[src/hw/stlb_consts.svh]
`ifndef STLB_CONSTS_SVH
`define STLB_CONSTS_SVH

// Way organisation
`define STLB_N_WAYS        4
`define STLB_WAY_BITS      2

// log2 of the longest run a way can hold
`define STLB_RUN_ORDER     6

// Address and ID widths, small pages only
`define STLB_VPN_BITS      20
`define STLB_PPN_BITS      20
`define STLB_PID_BITS      6

// Saturating reference counter
`define STLB_REF_BITS      8

// Wishbone slave data bus
`define STLB_WB_DATA_BITS  64

`endif

[src/hw/stlb_pkg.sv]
`include "stlb_consts.svh"

package stlb_pkg;

  typedef logic [`STLB_VPN_BITS-1:0]  vpn_t;
  typedef logic [`STLB_PPN_BITS-1:0]  ppn_t;
  typedef logic [`STLB_PID_BITS-1:0]  pid_t;
  typedef logic [`STLB_WAY_BITS-1:0]  way_t;
  typedef logic [`STLB_RUN_ORDER-1:0] run_off_t;
  // One bit wider than an offset, zero marks a free way
  typedef logic [`STLB_RUN_ORDER:0]   run_len_t;
  typedef logic [`STLB_REF_BITS-1:0]  ref_cnt_t;

  // Record in the low bits of the Wishbone write data
  typedef struct packed {
    logic valid;
    pid_t pid;
    vpn_t vpn;
    ppn_t ppn;
  } map_rec_t;

  typedef struct packed {
    pid_t     pid;
    vpn_t     base;
    run_len_t len;
  } entry_t;

  typedef entry_t [`STLB_N_WAYS-1:0] entry_arr_t;

  typedef enum logic [1:0] {
    OP_NONE,
    OP_NEW,
    OP_APPEND,
    OP_DELETE
  } tbl_op_t;

  typedef struct packed {
    tbl_op_t op;
    way_t    way;
    entry_t  entry;
  } tbl_cmd_t;

  typedef struct packed {
    logic     en;
    way_t     way;
    run_off_t offset;
    ppn_t     ppn;
  } ram_wr_t;

  typedef struct packed {
    logic valid;
    pid_t pid;
    vpn_t vpn;
  } lup_req_t;

  typedef struct packed {
    logic valid;
    logic hit;
    ppn_t ppn;
  } lup_rsp_t;

  typedef struct packed {
    logic valid;
    way_t way;
  } ref_hit_t;

endpackage

[src/hw/stlb_lookup_stage.sv]
`timescale 1ns/1ps
`include "stlb_consts.svh"

module stlb_lookup_stage
  import stlb_pkg::*;
(
  input  logic                                   aclk,
  input  logic                                   aresetn,
  input  lup_req_t                               req,
  input  entry_arr_t                             entries,
  input  logic [`STLB_N_WAYS-1:0][`STLB_PPN_BITS-1:0] rd_ppn,
  output logic [`STLB_N_WAYS-1:0][`STLB_RUN_ORDER-1:0] rd_offset,
  output ref_hit_t                               ref_hit,
  output lup_rsp_t                               rsp
);

  vpn_t [`STLB_N_WAYS-1:0] offset;
  logic hit;
  way_t hit_way;

  logic s1_valid;
  logic s1_hit;
  way_t s1_way;
  ppn_t sel_ppn;

  // --------------------
  // Stage 1
  // --------------------
  always_comb begin
    hit     = 1'b0;
    hit_way = '0;
    for (int i = 0; i < `STLB_N_WAYS; i++) begin
      offset[i]    = req.vpn - entries[i].base;
      rd_offset[i] = offset[i][`STLB_RUN_ORDER-1:0];
      // Free ways have zero length and never match
      if ((req.pid == entries[i].pid) && (req.vpn >= entries[i].base) &&
          (offset[i] < vpn_t'(entries[i].len))) begin
        hit     = 1'b1;
        hit_way = way_t'(i);
      end
    end
  end

  always_ff @(posedge aclk) begin
    if (!aresetn) begin
      s1_valid <= 1'b0;
      s1_hit   <= 1'b0;
    end else begin
      s1_valid <= req.valid;
      s1_hit   <= req.valid && hit;
    end
  end

  always_ff @(posedge aclk) begin
    s1_way <= hit_way;
  end

  // --------------------
  // Stage 2
  // --------------------
  // RAM read data lines up with the stage 1 registers
  assign sel_ppn = s1_hit ? rd_ppn[s1_way] : '0;

  always_ff @(posedge aclk) begin
    if (!aresetn) begin
      rsp     <= '0;
      ref_hit <= '0;
    end else begin
      rsp.valid     <= s1_valid;
      rsp.hit       <= s1_hit;
      rsp.ppn       <= sel_ppn;
      ref_hit.valid <= s1_hit;
      ref_hit.way   <= s1_way;
    end
  end

endmodule

[config.mk]
export PLATFORM = sky130hd
export DESIGN_NAME = stlb_lookup_stage
export DESIGN_NICKNAME = d
export VERILOG_FILES = /design/src/hw/stlb_pkg.sv /design/src/hw/stlb_lookup_stage.sv
export VERILOG_INCLUDE_DIRS = /design/src /design/src/hw
export SDC_FILE = /design/constraint.sdc
export NUM_CORES = 1
export LEC_CHECK = 0
export BUFFER_PORTS_ARGS = -buffer_cell sky130_fd_sc_hd__buf_2
export CELL_PAD_IN_SITES_DETAIL_PLACEMENT = 1
export CELL_PAD_IN_SITES_GLOBAL_PLACEMENT = 1
export CORE_MARGIN = 1.5
export CORE_UTILIZATION = 35
export CTS_CLUSTER_SIZE = 24
export DETAILED_ROUTE_END_ITERATION = 8
export PLACE_DENSITY = 0.93
export SYNTH_ARGS = -nofsm -noshare
export SYNTH_HDL_FRONTEND = slang
export SYNTH_SLANG_ARGS = --single-unit
[constraint.sdc]
create_clock -name aclk -period 6.1 [get_ports aclk]
set_input_delay 0.61 -clock aclk [delete_from_list [all_inputs] [get_ports aclk]]
set_output_delay 0.61 -clock aclk [all_outputs]
set_load 0.01 [all_outputs]
; ---- Word level (Yosys, flattened, before mapping)
; Index checks and enable logic that the tools add are counted.
[word_totals]
register_bits = 28
input_bits = 241
[op_classes]
n_addsub = 4
order_cmp = 9
eq_ne = 4
mux = 8
reduce_logical = 11
[op_table]
columns = cell, n
row1 = $ge 20x20->1, 4
row2 = $lt 20x7->1, 4
row3 = $sub 20x20->20, 4
row4 = $bmux 20 s2, 1
row5 = $eq 6x6->1, 4
row6 = $mux 20, 1
row7 = $logic_and 1x1->1, 9
row8 = $mux 1, 6
row9 = $lt 2x3->1 const B, 1
row10 = $reduce_and 2->1, 1
row11 = $reduce_or 2->1, 1

; ---- Longest topological paths before layout
; Gate-level depths: netlist of run 1.
[depth]
word_depth = 8
depth_mapped = 19
depth_no_buf = 19

; ---- Least setup slack after synthesis of run 1
; Ideal clock, no wire load.
[synth_timing]
path_type = input-to-reg
from = in req[0] in the netlist's numbering
to = reg s1_hit
setup_time_ns = 0.059
arrival_time_ns = 4.421
path_slack_ns = 1.620
stages = 19
cell_sequence = inv_1 > ha_1 > inv_1 > fa_1 > a211oi_1 > o21bai_1 > a21oi_1 > xnor2_1 > ha_1 > a21oi_1 > o2111ai_1 > nor4_1 > o2111ai_1 > a2111o_1 > a2111oi_0 > nand4_1 > or4b_4 > o21ai_2 > o31a_1
[synth_via]
elab_chain_len = 8
word_cells_on_any_way = 25
[synth_lines]
columns = element, line
row1 = start: declaration, stlb_lookup_stage.sv:9  ; input lup_req_t req,
row2 = $sub 20x20->20 / $ge 20x20->1 (equally long branches), "stlb_lookup_stage.sv:33, stlb_lookup_stage.sv:36"
row3 = $lt 20x7->1 / $logic_and 1x1->1 (equally long branches), "stlb_lookup_stage.sv:37, stlb_lookup_stage.sv:36"
row4 = $logic_and 1x1->1, stlb_lookup_stage.sv:36  ; if ((req.pid == entries[i].pid) && (req.vpn >= entries[i].base) &&
row5 = $mux 1 (3 in a row), stlb_lookup_stage.sv:36
row6 = $mux 1 *, stlb_lookup_stage.sv:36
row7 = $logic_and 1x1->1 *, stlb_lookup_stage.sv:50  ; s1_hit <= req.valid && hit;
row8 = end signal: assignment, stlb_lookup_stage.sv:50
row9 = end: declaration, stlb_lookup_stage.sv:22  ; logic s1_hit;
; Mark *: on every way between the ends. The rest lies on a longest branch, timed or not.
; A chain may end at the register's enable or synchronous reset.

; ---- Worst setup path in the final report of run 1
; Same ends and word-level chain as after synthesis.

==> qor.csv, run 1 <==
stage,metric,value,unit
timing,post-route-period-util,79.5,%
floorplanning,ios,290,
cts,clk_pin_slew_worst_paths,0.07,ns
worst_setup_path,cp_data_required_time,6.31,ns
place,post-place-cells,1387,
cts,root_buffer,clkbuf_16,
cts,cts_inserted_buffers,3,
pwr,p_sw,0.000499,W
cts,clock_path_buffers,2,
cells_and_area,syn_to_final_growth,26.8,%
hold_path,hp-start,s1_valid,
floorplanning,initial_core_util,35.6,%
grt,grt_overflow_total,0,
worst_setup_path,path_buf_inv,3,
synth,ys_warn_count,0,
worst_setup_path,slowest_stage,or4b_4,
cts,cts_tree,yes,
pwr,pwr-share-seq,16.0,%
cts,htree_levels,1,
timing,report.final.slew_viol_count,0,
pwr,ir_drop,0.0865,mV
grt,grt_pass1_wl,41800,um
hold_path,hold_class,reg -> reg,
timing,hold_ws,0.440,ns
routing,drt_iter0_drc,364,
routing,ant_nets,0,
pwr,pwr_density_cell,136,mW/mm2
floorplanning,chipWidth,141,um
synth,synth-edff-count,0,
worst_setup_path,endpoint_kind,flop,
synth,synth-xor-area-share,8.31,%
synth,yosys_register_bits,28,
floorplanning,core-area,0.0186,mm2
worst_setup_path,crit_arrival,5.06,ns
synth,ys_types,73,
synth,synth-adder-area-share,20.8,%
routing,totalWireLength,27500,um
pwr,p_leak,4.40,nW
timing,slew_headroom,38.1,%
synth,seq_area_frac_synth,8.44,%
cts,cts.sinks,28,
flow_run,maxCapViolations,0,
worst_setup_path,path_max_fanout,4,
cts,insertion_delay,0.26,ns
cells_and_area,layoutNonFillerInstCount,1392,
synth,post_synth_inst_count,880,
cts,cts-hold-fix-buffers,0,
worst_setup_path,critPathLaunchType,primary input,
floorplanning,num_rows,50,
status,outcome,completed,
timing,grt_setup_unrepaired,no,
synth,avgSynthCellArea,7.55,um2
worst_setup_path,critPathMaxStageDelay,0.52,ns
synth,synthFlopType,dfxtp_1,
cells_and_area,fin_nets,1507,
synth,synth.net_count,1229,
pwr,p_comb_share,67.2,%
routing,drtPass1Iterations,5,
synth,synth-async-reset-ratio,0,%
synth,synth_area,0.00664,mm2
worst_setup_path,reg2reg_from,s1_way[1],
worst_setup_path,critical_path.startpoint,req[0],
floorplanning,die_h,141,um
place,port_buffers,289,
pwr,clkPwrFrac,16.8,%
worst_setup_path,path_cells,buf_2 > inv_1 > ha_1 > inv_1 > fa_1 > a211oi_1 > o21bai_1 > a21oi_1 > xnor2_1 > ha_1 > a21oi_1 > o2111ai_1 > nor4_1 > o2111ai_1 > a2111o_1 > a2111oi_0 > nand4_1 > or4b_4 > o21ai_2 > o31a_1,
worst_setup_path,critPathKind,in -> reg,
cells_and_area,nFillCells,2423,
grt,grt_pass1_vias,8114,
synth,synth.area.mux_share,8.03,%
timing,finalSetupTns,0,ns
cts,post_cts_buffers,0,
cts,post_cts_resized,0,
place,placed_cell_area,0.00831,mm2
grt,grt_usage,26.6,%
timing,period_minus_slack,4.85,ns
worst_setup_path,critPathTopFamily,compound AO/OA/AOI/OAI gates,
pwr,p_int,0.000649,W
grt,antenna_found_initial,1,
routing,post_drt_wl_per_cell,19.7,um
routing,drc,0,
routing,route.vias.total,7869,
synth,synth-compound-area-share,26.0,%
timing,fin_skew,0.00230,ns
grt,grt_max_degree,22,
cells_and_area,finalInstanceArea,0.00842,mm2
timing,setup_viol_count_final,0,
timing,max_clock_freq,206,MHz
place,place.detailed.hpwl,24000,um
synth,synth_top_family_by_area,compound AO/OA/AOI/OAI gates,
floorplanning,die_area,0.0198,mm2
pwr,swShare,43.5,%
synth,yosys.area_share.simple,19.7,%
timing,tightest_slew,0.928,ns
cells_and_area,layout-drive-gt1-share,28.0,%
routing,via_per_inst,5.65,
timing,finalHoldViolCount,0,
place,place_congestion,0.950,
-- power by group through the flow --
stage	registers (W)	clock network (W)	logic (W)
3_3_place_gp	0.000188	0	0.000732
3_5_place_dp	0.000188	0	0.000761
6_report	0.000183	0.000193	0.000771
2_1_floorplan	0.000188	0	0.000489
4_1_cts	0.000183	0.000198	0.000766
5_1_grt	0.000183	0.000206	0.000846
-- logic make-up (layout without fill, tap and decap cells) --
group,after synthesis,count (layout)
adders and majority gates,108,108
muxes,28,28
xor gates and xnor gates,63,63
and+or+nand+nor,252,252
AOI/OAI and AO/OA,250,250
DFF,28,28
buffers and inverters,151,428
other,0,1
-- flip-flops by register name, summed over array words and instances, names as in the netlist --
register	flops
ref_hit	2
s1_hit	1
s1_way	2
s1_valid	1
rsp	22
-- per-stage QoR --
stage               utilization (%)  setup slack, ns  power [W]
floorplan                         -             1.62   0.000677
global placement               44.6             1.17   0.000919
detailed placement             44.6             1.06   0.000948
CTS                            45.1             1.31    0.00115
global route                   45.2            0.919    0.00124
finish                         45.2             1.25    0.00115
-- layout by cell type (no fill, tap or decap), types with 15 or more instances in the layout --
cell        n
buf_2     289
inv_1     133
ha_1      104
a21oi_1    64
nor2_1     62
nand2_1    41
xnor2_1    38
nor2b_1    33
o21ai_0    28
dfxtp_1    28
a21o_1     27
xor2_1     25
nor3_1     23
nand3_1    21
mux4_2     20
nand2b_1   17
o21a_1     15
-- synthesized netlist by cell type (4+ instances only) --
master | count | area, um2
o21ai_1 | 13 | 65.1
a21o_1 | 27 | 203
o21a_1 | 15 | 113
o31ai_1 | 4 | 30.0
xnor2_1 | 38 | 333
and2_1 | 6 | 37.5
a211oi_1 | 8 | 60.1
clkbuf_1 | 11 | 41.3
ha_1 | 104 | 1300
a31oi_1 | 9 | 56.3
nor2b_1 | 33 | 206
o21ai_0 | 28 | 140
o2111ai_1 | 9 | 78.8
nand2_1 | 41 | 154
xor2_1 | 25 | 219
mux4_2 | 20 | 450
o211ai_1 | 4 | 30.0
a211o_1 | 6 | 52.6
a2111oi_0 | 4 | 35.0
nor3_1 | 23 | 115
and3_1 | 7 | 43.8
mux2i_1 | 6 | 60.1
fa_1 | 4 | 80.1
inv_1 | 133 | 499
a21oi_1 | 64 | 320
nand4_1 | 12 | 75.1
o21bai_1 | 4 | 30.0
nor2_1 | 62 | 233
dfxtp_1 | 28 | 561
o31a_1 | 8 | 70.1
nor4_1 | 9 | 56.3
a221o_1 | 4 | 40.0
nand2b_1 | 17 | 106
nor3b_1 | 4 | 30.0
nand3_1 | 21 | 105
-- layout make-up --
cell class / instances / area [um2] / area share, %
multi-input combinational: 701 / 5500 / 65.3
timing repair buffer: 290 / 1450 / 17.3
sequential: 28 / 561 / 6.66
inverter: 134 / 503 / 5.98
tap: 234 / 293 / 3.48
clock buffer: 3 / 75.1 / 0.892
clock inverter: 1 / 30.0 / 0.357
antenna: 1 / 2.50 / 0.0297
-- metal layers --
| layer | track usage, % | share of wire (%) | up-vias | wire length (um) |
|---|---|---|---|---|
| met1 | 29.6 | 39 | 3707 | 10700 |
| met4 | 10.5 | 3.8 | 0 | 1050 |
| met2 | 51.4 | 51 | 355 | 14000 |
| met5 | 0 | 0 | - | 0 |
| li1 | - | - | 3752 | - |
| met3 | 2.68 | 6.2 | 55 | 1690 |
-- final timing paths --
kind,to,slack (ns),cells past startpoint
worst max register to register,rsp[14],4.42,2
worst max-delay path,s1_hit,1.25,20
worst min-delay path,rsp[21],0.44,1
worst min register to register,rsp[21],0.44,1
(Power assumes the default switching activity.)
==> run 2, diff against run 1 <==
--- a/config.mk
+++ b/config.mk
@@ -10,10 +10,10 @@
 export CELL_PAD_IN_SITES_DETAIL_PLACEMENT = 1
 export CELL_PAD_IN_SITES_GLOBAL_PLACEMENT = 1
 export CORE_MARGIN = 1.5
-export CORE_UTILIZATION = 35
+export CORE_UTILIZATION = 31
 export CTS_CLUSTER_SIZE = 24
 export DETAILED_ROUTE_END_ITERATION = 8
-export PLACE_DENSITY = 0.93
+export PLACE_DENSITY = 0.88
 export SYNTH_ARGS = -nofsm -noshare
 export SYNTH_HDL_FRONTEND = slang
 export SYNTH_SLANG_ARGS = --single-unit
==> constraint.sdc (replaced) <==
create_clock -name aclk -period 4.3 [get_ports aclk]
set_input_delay 0.43 -clock aclk [delete_from_list [all_inputs] [get_ports aclk]]
set_output_delay 0.43 -clock aclk [all_outputs]
set_load 0.01 [all_outputs]
==> qor.csv, run 2 (synthesis results as in run 1) <==
stage,metric,value,unit,change
status,outcome,completed,,
place,place_congestion,0.919,,-3.3%
routing,post_drt_wl_per_cell,20.2,um,+2.7%
floorplanning,core-area,0.0210,mm2,+13%
cells_and_area,layout-drive-gt1-share,29.2,%,+1.2 points
routing,route.vias.total,7930,,+0.78%
grt,antenna_found_initial,1,,unchanged
hold_path,holdPathStages,2,,+1
floorplanning,ios,290,,unchanged
timing,setup_viol_count_final,0,,unchanged
cts,cts_inserted_buffers,3,,unchanged
cells_and_area,layoutNonFillerInstCount,1446,,+3.9%
pwr,ir_drop,0.133,mV,+54%
grt,grt_pass1_wl,42500,um,+1.7%
routing,drt_iter0_drc,391,,+7.4%
hold_path,hold_class,in -> reg,,
grt,grt_max_degree,22,,unchanged
worst_setup_path,ff2ff_path_depth,2,,unchanged
worst_setup_path,critPathKind,in -> reg,,
routing,drc,0,,unchanged
cells_and_area,fin_nets,1520,,+0.86%
floorplanning,die_area,0.0223,mm2,+13%
timing,post-route-period-util,96.9,%,
routing,totalWireLength,29300,um,+6.6%
timing,tightest_slew,0.993,ns,+0.0650 ns
flow_run,maxCapViolations,0,,unchanged
floorplanning,initial_core_util,31.6,%,-4.0 points
grt,grt_overflow_total,0,,unchanged
timing,finalHoldViolCount,0,,unchanged
worst_setup_path,reg2reg_from,s1_way[1],,
timing,report.final.slew_viol_count,0,,unchanged
timing,period_minus_slack,4.17,ns,
cells_and_area,syn_to_final_growth,29.6,%,
routing,ant_nets,0,,unchanged
routing,drtPass1Iterations,6,,+1
cells_and_area,seq_area,561,um2,unchanged
timing,slew_headroom,33.7,%,-4.3 points
floorplanning,die_h,149,um,+6.1%
worst_setup_path,rr_endpoint,rsp[6],,
cells_and_area,regMostFlops,rsp,,
cts,clk_pin_slew_worst_paths,0.07,ns,about the same
routing,top_layer,met4,,
cts,htree_levels,1,,unchanged
place,post-place-cells,1439,,+3.7%
worst_setup_path,crit_arrival,4.38,ns,-0.68 ns
cts,clock_path_buffers,2,,unchanged
floorplanning,num_rows,53,,+6.0%
hold_path,min_to,ref_hit[1],,
worst_setup_path,ff2ff_setup_slack,2.60,ns,-1.82 ns
timing,fin_skew,0.00186,ns,-0.000439 ns
routing,wl_met1,11400,um,+7.1%
pwr,p_leak,4.46,nW,+1.5%
place,place.detailed.hpwl,25000,um,+4.1%
cts,cts.sinks,28,,unchanged
grt,grt_usage,24.6,%,-2.0 points
cells_and_area,final_cell_mix,"buf_2, inv_1, ha_1",,
cells_and_area,largest_reg_flops,22,,unchanged
pwr,pwr_density_cell,194,mW/mm2,+42%
cts,root_buffer,clkbuf_16,,
routing,via_per_inst,5.48,,-3.0%
floorplanning,chipWidth,149,um,+6.1%
hold_path,hp-start,aresetn,,
cells_and_area,reg_top3,"rsp: 22 flops, ref_hit: 2 flops, s1_way: 2 flops",,
worst_setup_path,cp_data_required_time,4.51,ns,-1.80 ns
cts,cts_tree,yes,,
worst_setup_path,critPathLaunchType,primary input,,
routing,wl_met3,1910,um,+13%
grt,grt_pass1_vias,8158,,+0.54%
cells_and_area,multi_input_area,0.00554,mm2,+0.73%
cells_and_area,final_common_cell,buf_2,,
timing,max_clock_freq,240,MHz,
place,port_buffers,289,,unchanged
cts,insertion_delay,0.26,ns,about the same
cells_and_area,nFillCells,2691,,+11%
worst_setup_path,path_max_fanout,3,,-1
timing,finalSetupTns,0,ns,unchanged
routing,wl_met2,14700,um,+4.9%
worst_setup_path,endpoint_kind,flop,,
pwr,finalPower,0.00167,W,+45%
-- run 2: layout make-up --
| type | instances | share of cell area (%) |
|---|---|---|
| Timing Repair Buffer | 303 | 18.0 |
| Clock inverter | 1 | 0.349 |
| Clock buffer | 3 | 0.872 |
| Sequential cell | 28 | 6.51 |
| Multi-Input combinational cell | 701 | 64.4 |
| Inverter | 134 | 5.84 |
| Tap cell | 275 | 4.00 |
| Antenna cell | 1 | 0.0291 |
-- run 2: metrics by stage --
| step | setup slack, ns | hold WS [ns] | utilization [%] | cell area (um2) |
|---|---|---|---|---|
| after floorplan | 0.0145 | 0.412 | - | 6650 |
| after global placement | -0.177 | 0.474 | 40.2 | 8450 |
| after detailed placement | -0.235 | 0.471 | 40.2 | 8450 |
| after CTS | 0.0234 | 0.421 | 40.7 | 8560 |
| after global routing | -0.0233 | 0.430 | 40.9 | 8610 |
| final | 0.132 | 0.420 | 40.9 | 8610 |
-- run 2: where the power goes --
part	total, W	internal [W]	switching (W)
Sequential	0.000260	0.000260	0.000000152
Combinational	0.00113	0.000490	0.000639
Clock	0.000280	0.000186	0.0000946
-- run 2: worst max-delay path, cell delays in order --
cell       delay [ns]
buf_2            0.10
inv_2            0.08
ha_4             0.14
inv_1            0.05
fa_2             0.41
a211oi_2         0.24
o21bai_1         0.11
a21oi_1          0.18
xnor2_1          0.11
ha_1             0.34
nand3_1          0.08
nand4_1          0.09
nor4_1           0.29
o2111ai_1        0.15
a2111o_1         0.40
a2111oi_4        0.19
nand4_1          0.14
or4b_4           0.56
o21ai_2          0.14
o31a_1           0.13
-- run 2: worst max path at each step --
stage,startpoint,endpoint,slack [ns],depth (start not counted)
2_1_floorplan,req[0],s1_hit,0.01,19
3_3_place_gp,req[0],s1_hit,-0.18,20
3_5_place_dp,req[0],s1_hit,-0.24,20
4_1_cts,req[0],s1_hit,0.02,20
5_1_grt,req[0],s1_hit,-0.02,20
6_report,req[0],s1_hit,0.13,20
-- run 2: what timing repair did --
action | CTS | global route
resized for setup | 0 | 7
buffers inserted | 0 | 3
endpoints found under the setup margin | 0 | 3
hold buffers | 0 | 0
-- run 2: layer usage --
| metal | up-vias | GRT usage (%) |
|---|---|---|
| met1 | 3757 | 27.8 |
| met3 | 60 | 3.12 |
| li1 | 3772 | - |
| met2 | 341 | 46.2 |
| met5 | - | 0 |
| met4 | 0 | 9.55 |
==> run 3, diff against run 2 <==
--- a/config.mk
+++ b/config.mk
@@ -11,6 +11,7 @@
 export CELL_PAD_IN_SITES_GLOBAL_PLACEMENT = 1
 export CORE_MARGIN = 1.5
 export CORE_UTILIZATION = 31
+export CTS_BUF_LIST = sky130_fd_sc_hd__clkbuf_4
 export CTS_CLUSTER_SIZE = 24
 export DETAILED_ROUTE_END_ITERATION = 8
 export PLACE_DENSITY = 0.88
==> qor.csv, run 3 (synthesis results as in run 1) <==
stage,metric,value,unit,change
worst_setup_path,crit_arrival,4.43,ns,+0.05 ns
cts,root_buffer,clkbuf_4,,
routing,drc,0,,unchanged
place,placed_cell_area,0.00845,mm2,unchanged
timing,period_minus_slack,4.13,ns,-0.0364 ns
cts,cts.sinks,28,,unchanged
routing,drtPass1Iterations,4,,-2
routing,via_per_inst,5.38,,-2.0%
cts,cts-hold-fix-buffers,0,,unchanged
pwr,p_leak,4.43,nW,-0.75%
place,place.detailed.hpwl,25000,um,unchanged
hold_path,min_to,ref_hit[1],,
cells_and_area,fin_nets,1518,,-0.13%
grt,grt_pass1_vias,8160,,+0.025%
pwr,pwr_density_cell,182,mW/mm2,-5.9%
cells_and_area,fin_util,40.6,%,-0.35 points
cells_and_area,final_cell_mix,"buf_2, inv_1, ha_1",,
worst_setup_path,path_max_fanout,2,,-1
timing,report.final.slew_viol_count,0,,unchanged
worst_setup_path,endpoint_kind,flop,,
cells_and_area,regMostFlops,rsp,,
worst_setup_path,ff2ff_setup_slack,2.57,ns,-0.03 ns
routing,route.vias.total,7773,,-2.0%
cells_and_area,layout-drive-gt1-share,29.0,%,-0.21 points
timing,fin_skew,0.00702,ns,+0.00516 ns
worst_setup_path,reg2reg_from,s1_way[1],,
floorplanning,chipWidth,149,um,unchanged
status,outcome,completed,,
hold_path,hp-start,aresetn,,
routing,drt_iter0_drc,367,,-6.1%
cells_and_area,largest_reg_flops,22,,unchanged
cells_and_area,finalInstanceArea,0.00853,mm2,-0.86%
grt,antenna_found_initial,3,,+2
cts,cts_tree,yes,,
timing,max_clock_freq,242,MHz,+0.88%
cts,htree_levels,1,,unchanged
worst_setup_path,rr_endpoint,rsp[6],,
floorplanning,die_h,149,um,unchanged
cts,insertion_delay,0.35,ns,+0.09 ns
cells_and_area,syn_to_final_growth,28.5,%,
grt,grt_usage,24.6,%,about the same
grt,grt_overflow_total,0,,unchanged
worst_setup_path,ff2ff_path_depth,2,,unchanged
cts,cts_inserted_buffers,3,,unchanged
cts,post_cts_buffers,0,,unchanged
timing,finalHoldViolCount,0,,unchanged
timing,setup_viol_count_final,0,,unchanged
grt,grt_pass1_wl,42500,um,about the same
floorplanning,core-area,0.0210,mm2,unchanged
floorplanning,num_rows,53,,unchanged
routing,post_drt_wl_per_cell,19.7,um,-2.6%
place,place_congestion,0.919,,unchanged
timing,tightest_slew,1.00,ns,+0.00771 ns
timing,post-route-period-util,96.1,%,-0.85 points
hold_path,holdPathStages,2,,unchanged
cts,clock_path_buffers,2,,unchanged
floorplanning,die_area,0.0223,mm2,unchanged
floorplanning,initial_core_util,31.6,%,unchanged
timing,slew_headroom,33.2,%,-0.51 points
worst_setup_path,critPathKind,in -> reg,,
routing,totalWireLength,28500,um,-2.6%
cts,clk_pin_slew_worst_paths,0.16,ns,+0.09 ns
worst_setup_path,critPathLaunchType,primary input,,
pwr,ir_drop,0.0929,mV,-30%
grt,grt_max_degree,22,,unchanged
pwr,finalPower,0.00156,W,-6.7%
cells_and_area,reg_top3,"rsp: 22 flops, ref_hit: 2 flops, s1_way: 2 flops",,
place,port_buffers,289,,unchanged
flow_run,maxCapViolations,0,,unchanged
cells_and_area,final_common_cell,buf_2,,
worst_setup_path,cp_data_required_time,4.60,ns,+0.09 ns
timing,finalSetupTns,0,ns,unchanged
floorplanning,ios,290,,unchanged
routing,ant_nets,0,,unchanged
hold_path,hold_class,in -> reg,,
==> run 3: cell types whose count changed in the layout (fill, tap and decap cells not counted) <==
cell	change
inv_2	-1
a2111oi_1	-1
diode_2	+2
clkbuf_4	+3
buf_4	-2
a2111oi_0	+1
ha_2	+1
clkbuf_16	-3
inv_1	+1
ha_4	-1
==> run 3: layout make-up <==
| type | count | area (um2) |
|---|---|---|
| Antenna cell | 3 | 7.51 |
| Clock buffer | 3 | 22.5 |
| Clock inverter | 1 | 30.0 |
| Fill cell | 2708 | 12500 |
| Inverter | 134 | 503 |
| Multi-Input combinational cell | 701 | 5530 |
| Sequential cell | 28 | 561 |
| Tap cell | 275 | 344 |
| Timing Repair Buffer | 301 | 1540 |
==> run 3: stage by stage <==
stage               worst slack (ns)  hold WS, ns  instances
floorplan                     0.0145        0.412        880
global placement              -0.177        0.474       1439
detailed placement            -0.235        0.471       1439
CTS                            0.125        0.320       1443
global route               -0.000971        0.307       1446
finish                         0.168        0.330       1446
==> run 3: repair_timing <==
action,4_1_cts,5_1_grt
endpoints found under the hold margin,0,0
setup endpoints to repair,0,2
resized for setup,0,4
==> run 3: power by group <==
| part | internal, W | switching [W] |
|---|---|---|
| clock network | 0.0000944 | 0.0000866 |
| registers | 0.000261 | 0.000000152 |
| logic | 0.000487 | 0.000629 |
| total | 0.000842 | 0.000715 |
==> run 3: how the worst max path moves through the flow <==
stage	end	cells after the start	slack, ns	from
floorplan	s1_hit	19	0.01	req[0]
global placement	s1_hit	20	-0.18	req[0]
detailed placement	s1_hit	20	-0.24	req[0]
CTS	s1_hit	20	0.13	req[0]
global route	s1_hit	21	-0.001	req[0]
finish	s1_hit	21	0.17	req[0]
==> run 3: worst max-delay path, stage by stage <==
cell and delay (ns):
buf_2 0.10, inv_1 0.07, ha_2 0.18, inv_1 0.05, fa_2 0.36, a211oi_2 0.24, o21bai_1 0.11, a21oi_1 0.18
xnor2_1 0.11, ha_1 0.32, buf_4 0.15, nand3_1 0.06, nand4_1 0.09, nor4_1 0.27, o2111ai_1 0.15, a2111o_1 0.40
a2111oi_4 0.20, nand4_1 0.14, or4b_4 0.51, o21ai_2 0.14, o31a_1 0.15
==> run 3: routing by layer <==
metal  wire, um  global-route usage (%)  vias up  share of wire, %
li1           -                       -     3770                 -
met1      11500                    27.8     3666                40
met2      14300                    46.2      288                50
met3       1640                    3.21       49               5.8
met4       1070                    9.41        0               3.7
met5          0                       0        -                 0
